[config.mk]
export PLATFORM = sky130hd
export DESIGN_NAME = sys_core
export DESIGN_NICKNAME = d
export VERILOG_FILES = /design/src/hdl/sys_core_pkg.sv /design/src/hdl/host_io_if.sv /design/src/hdl/audio_mixer.sv /design/src/hdl/cmd_decoder.sv /design/src/hdl/host_io_port.sv /design/src/hdl/led_panel.sv /design/src/hdl/sync_polarity_fix.sv /design/src/hdl/sys_core.sv
export SDC_FILE = /design/constraint.sdc
export NUM_CORES = 1
export LEC_CHECK = 0
export BUFFER_PORTS_ARGS = -buffer_cell sky130_fd_sc_hd__buf_4
export CORE_MARGIN = 2
export CORE_UTILIZATION = 25
export DETAILED_ROUTE_END_ITERATION = 7
export GPL_TIMING_DRIVEN = 1
export PLACE_DENSITY = 0.38
export RECOVER_POWER = 50
export SYNTH_ARGS = -nofsm -noshare
export SYNTH_HDL_FRONTEND = slang
export SYNTH_HIERARCHICAL = 1
export SYNTH_SLANG_ARGS = --single-unit
[constraint.sdc]
create_clock -name clk_sys -period 3.1 [get_ports clk_sys]
set_input_delay 0.775 -clock clk_sys [delete_from_list [all_inputs] [get_ports clk_sys]]
set_output_delay 0.775 -clock clk_sys [all_outputs]
set_load 0.02 [all_outputs]
[src/hdl/sys_core_pkg.sv]
package sys_core_pkg;

	// Word widths
	localparam int host_word_w = 16;
	localparam int audio_w     = 16;

	// Top bit of the attenuation code mutes the channel
	localparam int att_w = 5;

	// Host command codes
	localparam logic [7:0] cmd_led = 8'h25;
	localparam logic [7:0] cmd_vol = 8'h26;

	// LED command data, mask in the upper byte
	typedef struct packed {
		logic [7:0] overtake;
		logic [7:0] state;
	} led_word_t;

	// Volume command data, only the low bits carry the code
	typedef struct packed {
		logic [host_word_w-att_w-1:0] unused;
		logic [att_w-1:0]             att;
	} vol_word_t;

	// One host data word, decoded by the current command
	typedef union packed {
		led_word_t led;
		vol_word_t vol;
	} host_word_u;

	// Stereo crossfeed amount
	typedef enum logic [1:0] {
		mix_none = 2'd0,
		mix_25   = 2'd1,
		mix_50   = 2'd2,
		mix_mono = 2'd3
	} mix_mode_e;

endpackage

[src/hdl/host_io_if.sv]
`timescale 1ns/1ps

interface host_io_if;
	import sys_core_pkg::*;

	// One cycle pulse per host word
	logic                   strobe;
	// High while a command sequence is open
	logic                   uio;
	logic [host_word_w-1:0] din;
	// Core hold-off for the acknowledge
	logic                   io_wait;

	modport port (
		output strobe,
		output uio,
		output din,
		input  io_wait
	);

	modport decoder (
		input strobe,
		input uio,
		input din
	);

endinterface

[src/hdl/audio_mixer.sv]
`timescale 1ns/1ps

module audio_mixer (
	input  logic                              clk_sys,
	input  logic [sys_core_pkg::att_w-1:0]    i_att,
	input  sys_core_pkg::mix_mode_e           i_mix,
	input  logic                              i_is_signed,
	input  logic [sys_core_pkg::audio_w-1:0]  i_core_audio,
	input  logic [sys_core_pkg::audio_w-1:0]  i_linux_audio,
	input  logic [sys_core_pkg::audio_w-1:0]  i_pre_in,
	output logic [sys_core_pkg::audio_w-1:0]  o_pre_out,
	output logic [sys_core_pkg::audio_w-1:0]  o_out
);
	import sys_core_pkg::*;

	logic        [audio_w-1:0] d1;
	logic        [audio_w-1:0] d2;
	logic signed [audio_w:0]   ca;
	logic signed [audio_w:0]   sum;
	logic signed [audio_w:0]   pre;
	logic signed [audio_w:0]   mixed;
	logic signed [audio_w:0]   att_out;

	// Neighbour channel, sign extended
	assign pre = {i_pre_in[audio_w-1], i_pre_in};

	////////////////////////////////////////////////////////////////////////////
	// Deglitch and sign handling
	////////////////////////////////////////////////////////////////////////////

	always_ff @(posedge clk_sys) begin
		d1 <= i_core_audio;
		d2 <= d1;
		if (d1 == d2) begin
			if (i_is_signed)
				ca <= {d1[audio_w-1], d1};
			else
				ca <= {2'b00, d1[audio_w-1:1]};
		end
	end

	////////////////////////////////////////////////////////////////////////////
	// Sum, crossfeed, attenuation
	////////////////////////////////////////////////////////////////////////////

	always_ff @(posedge clk_sys) begin
		sum <= ca + {i_linux_audio[audio_w-1], i_linux_audio};

		// Half level sent to the other channel
		o_pre_out <= sum[audio_w:1];

		case (i_mix)
			mix_none: mixed <= sum;
			mix_25:   mixed <= sum - (sum >>> 3) + (pre >>> 2);
			mix_50:   mixed <= sum - (sum >>> 2) + (pre >>> 1);
			mix_mono: mixed <= (sum >>> 1) + pre;
			default:  mixed <= sum;
		endcase

		if (i_att[att_w-1])
			att_out <= '0;
		else
			att_out <= mixed >>> i_att[att_w-2:0];

		// Saturate to 16 signed bits
		if (att_out[audio_w] ^ att_out[audio_w-1])
			o_out <= {att_out[audio_w], {(audio_w-1){att_out[audio_w-1]}}};
		else
			o_out <= att_out[audio_w-1:0];
	end

	// Mute reaches the output two stages later
	a_mute: assert property (@(posedge clk_sys)
		i_att[att_w-1] |-> ##2 (o_out == '0));

endmodule

[src/hdl/cmd_decoder.sv]
`timescale 1ns/1ps

module cmd_decoder (
	input  logic                            clk_sys,
	input  logic                            resetd,
	host_io_if.decoder                      bus,
	output logic [7:0]                      o_led_overtake,
	output logic [7:0]                      o_led_state,
	output logic [sys_core_pkg::att_w-1:0]  o_vol_att
);
	import sys_core_pkg::*;

	host_word_u word;
	logic       has_cmd;
	logic [7:0] cmd;

	assign word = bus.din;

	////////////////////////////////////////////////////////////////////////////
	// Command sequence
	////////////////////////////////////////////////////////////////////////////

	always_ff @(posedge clk_sys) begin
		if (resetd) begin
			has_cmd        <= 1'b0;
			cmd            <= '0;
			o_led_overtake <= '0;
			o_led_state    <= '0;
			o_vol_att      <= '0;
		end else if (!bus.uio) begin
			// Idle, a partial command is dropped
			has_cmd <= 1'b0;
		end else if (bus.strobe) begin
			if (!has_cmd) begin
				has_cmd <= 1'b1;
				cmd     <= bus.din[7:0];
			end else begin
				case (cmd)
					cmd_led: begin
						o_led_overtake <= word.led.overtake;
						o_led_state    <= word.led.state;
					end
					cmd_vol: begin
						o_vol_att <= word.vol.att;
					end
					// Other commands belong to blocks not in this design
					default: begin
					end
				endcase
			end
		end
	end

	a_reg_hold: assert property (@(posedge clk_sys) disable iff (resetd)
		!bus.strobe |=> $stable({o_led_overtake, o_led_state, o_vol_att}));

endmodule

[src/hdl/host_io_port.sv]
`timescale 1ns/1ps

module host_io_port (
	input  logic                                  i_clk_sys,
	input  logic                                  i_resetd,
	input  logic                                  i_io_clk,
	input  logic                                  i_io_uio,
	input  logic [sys_core_pkg::host_word_w-1:0]  i_io_din,
	host_io_if.port                               bus,
	output logic                                  o_io_ack
);
	import sys_core_pkg::*;

	logic                   clk_s1;
	logic                   clk_s2;
	logic                   uio_s1;
	logic                   uio_s2;
	logic [host_word_w-1:0] din_s1;
	logic [host_word_w-1:0] din_s2;
	logic                   strobe_r;
	logic                   rack;
	logic                   word_pend;

	// New clock level not yet acknowledged
	assign word_pend = clk_s2 ^ rack;

	// Data is held by the host until ack, two stages are enough
	always_ff @(posedge i_clk_sys) begin
		din_s1 <= i_io_din;
		din_s2 <= din_s1;
	end

	always_ff @(posedge i_clk_sys) begin
		if (i_resetd) begin
			clk_s1   <= 1'b0;
			clk_s2   <= 1'b0;
			uio_s1   <= 1'b0;
			uio_s2   <= 1'b0;
			strobe_r <= 1'b0;
			rack     <= 1'b0;
			o_io_ack <= 1'b0;
		end else begin
			clk_s1   <= i_io_clk;
			clk_s2   <= clk_s1;
			uio_s1   <= i_io_uio;
			uio_s2   <= uio_s1;
			strobe_r <= word_pend & ~strobe_r;
			// Wait freezes rack, except on the strobe itself
			if (~bus.io_wait | strobe_r)
				rack <= clk_s2;
			o_io_ack <= rack;
		end
	end

	assign bus.strobe = strobe_r;
	assign bus.uio    = uio_s2;
	assign bus.din    = din_s2;

	// The strobe cycle takes the word even with wait high, so it never repeats
	a_strobe_single: assert property (@(posedge i_clk_sys) disable iff (i_resetd)
		bus.strobe |=> !word_pend);

endmodule

[src/hdl/led_panel.sv]
`timescale 1ns/1ps

module led_panel (
	input  logic [1:0] i_led_power,
	input  logic [1:0] i_led_disk,
	input  logic       i_led_user,
	input  logic [7:0] i_led_overtake,
	input  logic [7:0] i_led_state,
	output logic       o_led_power,
	output logic       o_led_hdd,
	output logic       o_led_user,
	output logic [7:0] o_led
);

	logic [7:0] status;

	// Front LEDs are lit on a low level
	// Bit 1 selects forced mode, power is dark otherwise
	assign o_led_power = i_led_power[1] ? ~i_led_power[0] : 1'b1;

	// Forced and automatic modes light the disk LED the same way
	assign o_led_hdd = ~i_led_disk[0];

	assign o_led_user = ~i_led_user;

	// Board status byte
	assign status = {3'b000, ~o_led_power, 1'b0, ~o_led_hdd, 1'b0, ~o_led_user};

	// Host mask picks its own state bit per LED
	assign o_led = (i_led_overtake & i_led_state) | (~i_led_overtake & status);

endmodule

[src/hdl/sync_polarity_fix.sv]
`timescale 1ns/1ps

module sync_polarity_fix #(
	parameter int CNT_W = 16
) (
	input  logic clk_sys,
	input  logic i_sync,
	output logic o_sync
);

	logic             s1;
	logic             s2;
	logic [CNT_W-1:0] cnt;
	logic [CNT_W-1:0] high_len;
	logic [CNT_W-1:0] low_len;
	logic             pol;

	always_ff @(posedge clk_sys) begin
		s1 <= i_sync;
		s2 <= s1;

		// Rising edge closes a low run, falling edge a high run
		if (s1 & ~s2)
			low_len <= cnt;
		if (~s1 & s2)
			high_len <= cnt;

		if (s1 != s2) begin
			cnt <= '0;
		end else if (~&cnt) begin
			// Saturate on a stuck input
			cnt <= cnt + 1'b1;
		end

		pol <= high_len > low_len;
	end

	// Shorter part of the period comes out high
	assign o_sync = i_sync ^ pol;

endmodule

[src/hdl/sys_core.sv]
`timescale 1ns/1ps

module sys_core (
	input  logic                                  clk_sys,
	input  logic                                  resetd,

	// Host port
	input  logic                                  i_io_clk,
	input  logic                                  i_io_uio,
	input  logic [sys_core_pkg::host_word_w-1:0]  i_io_din,
	input  logic                                  i_io_wait,
	output logic                                  o_io_ack,

	// LEDs
	input  logic [1:0]                            i_led_power,
	input  logic [1:0]                            i_led_disk,
	input  logic                                  i_led_user,
	output logic                                  o_led_power,
	output logic                                  o_led_hdd,
	output logic                                  o_led_user,
	output logic [7:0]                            o_led,

	// Video sync
	input  logic                                  i_hs,
	input  logic                                  i_vs,
	output logic                                  o_hs,
	output logic                                  o_vs,

	// Audio
	input  logic [sys_core_pkg::audio_w-1:0]      i_audio_l,
	input  logic [sys_core_pkg::audio_w-1:0]      i_audio_r,
	input  logic [sys_core_pkg::audio_w-1:0]      i_alsa_l,
	input  logic [sys_core_pkg::audio_w-1:0]      i_alsa_r,
	input  logic                                  i_audio_s,
	input  logic [1:0]                            i_audio_mix,
	output logic [sys_core_pkg::audio_w-1:0]      o_audio_l,
	output logic [sys_core_pkg::audio_w-1:0]      o_audio_r
);
	import sys_core_pkg::*;

	logic [7:0]       led_overtake;
	logic [7:0]       led_state;
	logic [att_w-1:0] vol_att;
	logic [audio_w-1:0] audio_l_pre;
	logic [audio_w-1:0] audio_r_pre;
	mix_mode_e        audio_mix;

	assign audio_mix = mix_mode_e'(i_audio_mix);

	////////////////////////////////////////////////////////////////////////////
	// Host interface and registers
	////////////////////////////////////////////////////////////////////////////

	host_io_if bus ();

	assign bus.io_wait = i_io_wait;

	host_io_port u_host_io_port (
		.i_clk_sys (clk_sys),
		.i_resetd  (resetd),
		.i_io_clk  (i_io_clk),
		.i_io_uio  (i_io_uio),
		.i_io_din  (i_io_din),
		.bus       (bus.port),
		.o_io_ack  (o_io_ack)
	);

	cmd_decoder u_cmd_decoder (
		.clk_sys        (clk_sys),
		.resetd         (resetd),
		.bus            (bus.decoder),
		.o_led_overtake (led_overtake),
		.o_led_state    (led_state),
		.o_vol_att      (vol_att)
	);

	led_panel u_led_panel (
		.i_led_power    (i_led_power),
		.i_led_disk     (i_led_disk),
		.i_led_user     (i_led_user),
		.i_led_overtake (led_overtake),
		.i_led_state    (led_state),
		.o_led_power    (o_led_power),
		.o_led_hdd      (o_led_hdd),
		.o_led_user     (o_led_user),
		.o_led          (o_led)
	);

	// Counters must span a full frame for the vertical one
	sync_polarity_fix #(.CNT_W(16)) u_sync_h (
		.clk_sys (clk_sys),
		.i_sync  (i_hs),
		.o_sync  (o_hs)
	);

	sync_polarity_fix #(.CNT_W(16)) u_sync_v (
		.clk_sys (clk_sys),
		.i_sync  (i_vs),
		.o_sync  (o_vs)
	);

	////////////////////////////////////////////////////////////////////////////
	// Audio, each channel feeds its half level to the other
	////////////////////////////////////////////////////////////////////////////

	audio_mixer u_mix_l (
		.clk_sys       (clk_sys),
		.i_att         (vol_att),
		.i_mix         (audio_mix),
		.i_is_signed   (i_audio_s),
		.i_core_audio  (i_audio_l),
		.i_linux_audio (i_alsa_l),
		.i_pre_in      (audio_r_pre),
		.o_pre_out     (audio_l_pre),
		.o_out         (o_audio_l)
	);

	audio_mixer u_mix_r (
		.clk_sys       (clk_sys),
		.i_att         (vol_att),
		.i_mix         (audio_mix),
		.i_is_signed   (i_audio_s),
		.i_core_audio  (i_audio_r),
		.i_linux_audio (i_alsa_r),
		.i_pre_in      (audio_l_pre),
		.o_pre_out     (audio_r_pre),
		.o_out         (o_audio_r)
	);

endmodule

### Word-level counts from Yosys, hierarchy flattened

Cells that the tools add are included.

* flip-flop bits (word level): 433
* input bits: 95
* output and inout bits: 46
* logic and storage cells: 112

* add/subtract/negate cells: 14
* order comparisons: 2
* eq/ne operators: 9
* shifts and indexed selects: 2
* mux-type cells: 7
* bitwise operators: 27
* reduce and logical (&&, ||, !) cells: 7

Operators by type and width (count)
* $pmux 17 s4: 2
* $add 16x16->17: 4
* $add 17x14->17: 2
* $add 17x15->17: 2
* $sshr 17x4->17: 2
* $sub 17x14->17: 2
* $sub 17x15->17: 2
* $add 16x1->16 const B: 2
* $eq 16x16->1: 2
* $gt 16x16->1: 2
* $mux 16: 2
* $reduce_and 16->1: 2
* $mux 15: 2
* $eq 8x6->1 const B: 2
* $not 1->1: 12
* $and 8x5->8: 1
* $and 8x8->8: 1
* $not 8->8: 1
* $or 8x8->8: 1
* $reduce_and 4->1: 2
* $and 1x1->1: 5
* $xor 1x1->1: 5
* $eq 2x2->1 const B: 2
* $reduce_and 3->1: 1
* 6 further kinds: 7

### Longest topological paths before layout

* depth in word-level cells: 5
* mapped depth: 13
* mapped depth without buffers: 13

### Hierarchy

The synthesis kept the hierarchy.

Modules (own cells, without submodules)
* audio_mixer at u_mix_l: times used 1, cells an instance 918, area each 8670.8 µm², sequential area each 2782.7 µm²
* audio_mixer at u_mix_r: times used 1, cells an instance 882, area each 8484.4 µm², sequential area each 2782.7 µm²
* sync_polarity_fix: times used 2, cells an instance 188, area each 2312.2 µm², sequential area each 1341.3 µm²
* cmd_decoder: times used 1, cells an instance 122, area each 1293.7 µm², sequential area each 600.6 µm²
* host_io_port: times used 1, cells an instance 49, area each 865.8 µm², sequential area each 780.7 µm²
* led_panel: times used 1, cells an instance 14, area each 82.6 µm², sequential area each 0.0 µm²

### Least setup slack after synthesis

No wires, ideal clock.

* path type: flip-flop to flip-flop
* from: register u_mix_l/o_pre_out[3] in the netlist's numbering
* to: register u_mix_r.mixed[8]
* setup time: 134 ps
* arrival: 2856 ps
* data required time: 2966 ps
* slack: 109 ps
* cell stages (with the launch flop): 12
* buffers on the path: 0
* clock period less this slack: 2991 ps
* cell sequence: dfxtp_1 inv_1 fa_1 inv_1 fa_1 a211oi_1 o21bai_1 and2_1 or4_1 o21ai_0 xnor2_1 mux4_2

* cells in the longest elaborated chain, start to end: 2
* elaborated cells between the ends (all ways): 4
* those cells by class: 3 x add/sub; 1 x mux

RTL lines
* start: declaration: line audio_mixer.sv:11 `output logic [sys_core_pkg::audio_w-1:0] o_pre_out,`
* start signal: assignment: line audio_mixer.sv:50 `o_pre_out <= sum[audio_w:1];`
* $add 17x15->17 (tied with other cells): line audio_mixer.sv:55 `mix_50: mixed <= sum - (sum >>> 2) + (pre >>> 1);`
* $pmux 17 s4 (*): line audio_mixer.sv:52 `case (i_mix)`
* end signal: assignment: line audio_mixer.sv:53 `mix_none: mixed <= sum;`
* end signal: assignment: line audio_mixer.sv:55
* end signal: assignment: line audio_mixer.sv:56 `mix_mono: mixed <= (sum >>> 1) + pre;`
* end: declaration: line audio_mixer.sv:21 `logic signed [audio_w:0] mixed;`

Mark *: on every way between the ends. The rest lies on a longest branch, timed or not.
A chain may end at the register's enable or synchronous reset.

### Worst setup path in the final report

* from: register u_mix_r.sum[1]
* to: register u_mix_r.mixed[8]

* cells in the longest elaborated chain, start to end: 3
* elaborated cells between the ends (all ways): 6
* those cells by class: 5 x add/sub; 1 x mux

RTL lines
* start: declaration: line audio_mixer.sv:19 `logic signed [audio_w:0] sum;`
* start signal: assignment: line audio_mixer.sv:47 `sum <= ca + {i_linux_audio[audio_w-1], i_linux_audio};`
* $sub 17x15->17 or $sub 17x14->17 (tied branches): line audio_mixer.sv:55, audio_mixer.sv:54
* $add 17x15->17 or $add 17x14->17 (tied branches): line audio_mixer.sv:55, audio_mixer.sv:54
* $pmux 17 s4 (*): line audio_mixer.sv:52

Marked as above.

==> impl_metrics.toml <==
[cells_and_area]
fillerInstances = 9876
final_area_sq_um = 30100
drive_gt1_share_pct = 24.2
nets = 3050
syn2layout_area_growth_pct = 25.2
postLayoutCoreUtil_pct = 31.6

[routing]
drc = 0
vias = 17700
routed_via_density = 4.42
wl_per_cell_um = 16.0
first_pass_iters = 5
drt_iter0_drc = 822
drt-total-wl_mm = 64.0
ant_nets = 0

[global_route]
track_usage_pct = 12.9
grt_pass1_wl_mm = 101
gr-total-overflow = 0
grt_pass1_vias = 17900
antenna_found_initial = 1
grt_max_degree = 54

[critical_path]
start_kind = "flop"
crit_arrival_ns = 3.52
required_ns = 3.59
path_class = "reg -> reg"
critPathMaxFanout = 2
endpoint_kind = "flop"

[yosys]
synth-compound-area-share_pct = 13.8
ys.warnings.count = 6
synth_area_leaders = "dfxtp_1 28%, edfxtp_1 12%, ha_1 10%"
yosys.area.top_type = "dfxtp_1"
synth_top_family_by_area = "adder cells"
synth_common_cells = "337 x dfxtp_1, 301 x inv_1, 200 x ha_1, 141 x nand2_1, 131 x nor2_1"
muxShareOfSynthArea_pct = 7.63
yosysTopAreaCellShare_pct = 28.1
async_reset_ff_share_pct = 0
synth_most_common_cell = "dfxtp_1"
ys_seq_area_share_pct = 40.1
synth-edff-count = 96
synth_cell_types = 102
syn_area_sq_um = 24000
synth-adder-area-share_pct = 15.8
ys_ff_latch = 433
avgSynthCellArea_sq_um = 10.2
synthSimpleGateAreaFrac_pct = 12.5
yosys.area_share.xor_xnor_pct = 4.59
synthesis.nets = 2720
synthCells = 2361
synth-main-ff-cell = "dfxtp_1"

[place]
place.port_buffers = 139
routabilityCongestion = 0.841
post_dp_cell_area_sq_um = 27900
hpwl_mm = 50.9

[sta]
post-route-period-util_pct = 97.8
skew_ns = 0.0242
slew_headroom_pct = 43.2
rsz0062_at_grt = "yes"
drv_slew = 0
fin_tns_setup_ns = 0
max_freq_ghz = 0.330
tightest_slew_ns = 0.852
holdWs_ns = 0.291
hold_viol = 0
finalSetupViolCount = 0
finalCriticalPeriod_ns = 3.03

[floorplan]
die_w_um = 314
fp.coreArea_sq_um = 95200
initial_core_util_pct = 25.2
die_area_sq_um = 98600
row_count = 113
die_height_um = 314
ios = 141

[hold_path]
hold_class = "in -> reg"

[clock_tree]
clock_path_buffers = 3
hold_buffers = 0
htreeDepth = 2
cts.sinks = 433
clk_latency_ns = 0.61
cts-root-buf = "clkbuf_16"
cts_buffers = 51
path_clk_slew_ns = 0.07
cts_tree = "built"

[run_status]
status = "complete, no violations"

[power]
max-vdd-ir-drop_mv = 0.379
p_leak_uw = 0.0129
power.density_nw_per_um2 = 726

[job]
maxCapViolations = 0
==> critical path, cell delays in order, from the launching register on <==
cell and delay, ns:
dfxtp_2 0.33, inv_2 0.05, fa_1 0.55, inv_2 0.05
fa_2 0.38, a211oi_2 0.22, o21bai_1 0.13, and2_1 0.16
or4_1 0.40, o21ai_1 0.11, xnor2_1 0.07, mux4_2 0.46
==> repair_timing <==
| action | in CTS | in global routing |
|---|---|---|
| resized for setup | 25 | 117 |
| buffers inserted | 1 | 3 |
| setup endpoints to repair | 16 | 21 |
| hold endpoints to repair | 0 | 0 |
| pin swaps | 5 | 35 |
==> cell usage in the layout (no fill, tap or decap), types with 56 or more instances in the layout <==
master	n
a21oi_1	115
buf_4	273
clkbuf_16	56
dfxtp_1	308
edfxtp_1	96
fa_1	60
ha_1	189
inv_1	274
mux2i_1	59
nand2_1	141
nand2b_1	60
nor2_1	128
xnor2_1	91
==> state kept, by name (all words and copies together) (netlist names), 17 cells and up <==
register         flops
u_mix_r/sum         17
u_mix_l/sum         17
u_mix_l/mixed       17
u_mix_r/mixed       17
u_mix_r/att_out     17
u_mix_l/att_out     17
==> final timing paths <==
path | from | end | slack [ns] | depth (start not counted)
max | u_mix_r/sum[1] | u_mix_r/mixed[8] | 0.07 | 11
min | i_io_din[6] | u_host_io_port/din_s1[6] | 0.29 | 1
max reg2reg | u_mix_r/sum[1] | u_mix_r/mixed[8] | 0.07 | 11
min reg2reg | u_host_io_port/din_s1[14] | u_host_io_port/bus.din[14] | 0.33 | 0
==> area by class of cell <==
class / instances / area, sq um / share of cell area (%)
timing repair buffer: 327 / 2470 / 8.20
multi-input combinational: 1571 / 13400 / 44.7
antenna: 2 / 5.00 / 0.0166
tap: 1265 / 1580 / 5.26
clock inverter: 20 / 191 / 0.636
clock buffer: 75 / 1560 / 5.19
sequential: 433 / 9670 / 32.2
inverter: 307 / 1150 / 3.83
==> report_power, final <==
| group | internal (uW) | total [uW] | switching (uW) | leakage [uW] |
|---|---|---|---|---|
| Clock | 3690 | 6150 | 2470 | 0.000864 |
| Sequential | 6670 | 7220 | 550 | 0.00373 |
| Combinational | 3920 | 8460 | 4550 | 0.00829 |
==> per-stage QoR <==
stage                     total power [uW]  instances  worst slack [ns]
after detailed placement             15400       3900            -0.224
after global routing                 23400       3998           -0.0327
final                                21800       4000            0.0688
after global placement               15300       3900            -0.235
after CTS                            21800       3996          0.000701
after floorplan                      12300       2361             0.109
==> metal layers <==
layer / vias up / GRT usage [%] / share of wire [%]
met5: - / 0 / 0
met4: 0 / 3.24 / 2.0
met3: 78 / 2.22 / 3.8
met2: 263 / 20.9 / 45
met1: 8413 / 17.6 / 49
li1: 8913 / - / -
==> kinds of logic (layout without fill, tap and decap cells) <==
logic type               count (synthesis)  count (layout)
buffers and inverters                  357             729
other                                    0               2
AO/OA/AOI/OAI                          476             476
adder cells (fa/ha/maj)                264             264
XOR/XNOR                               126             126
AND/OR/NAND/NOR                        569             569
multiplexers                           136             136
flip-flops                             433             433
(Power assumes the default switching activity.)
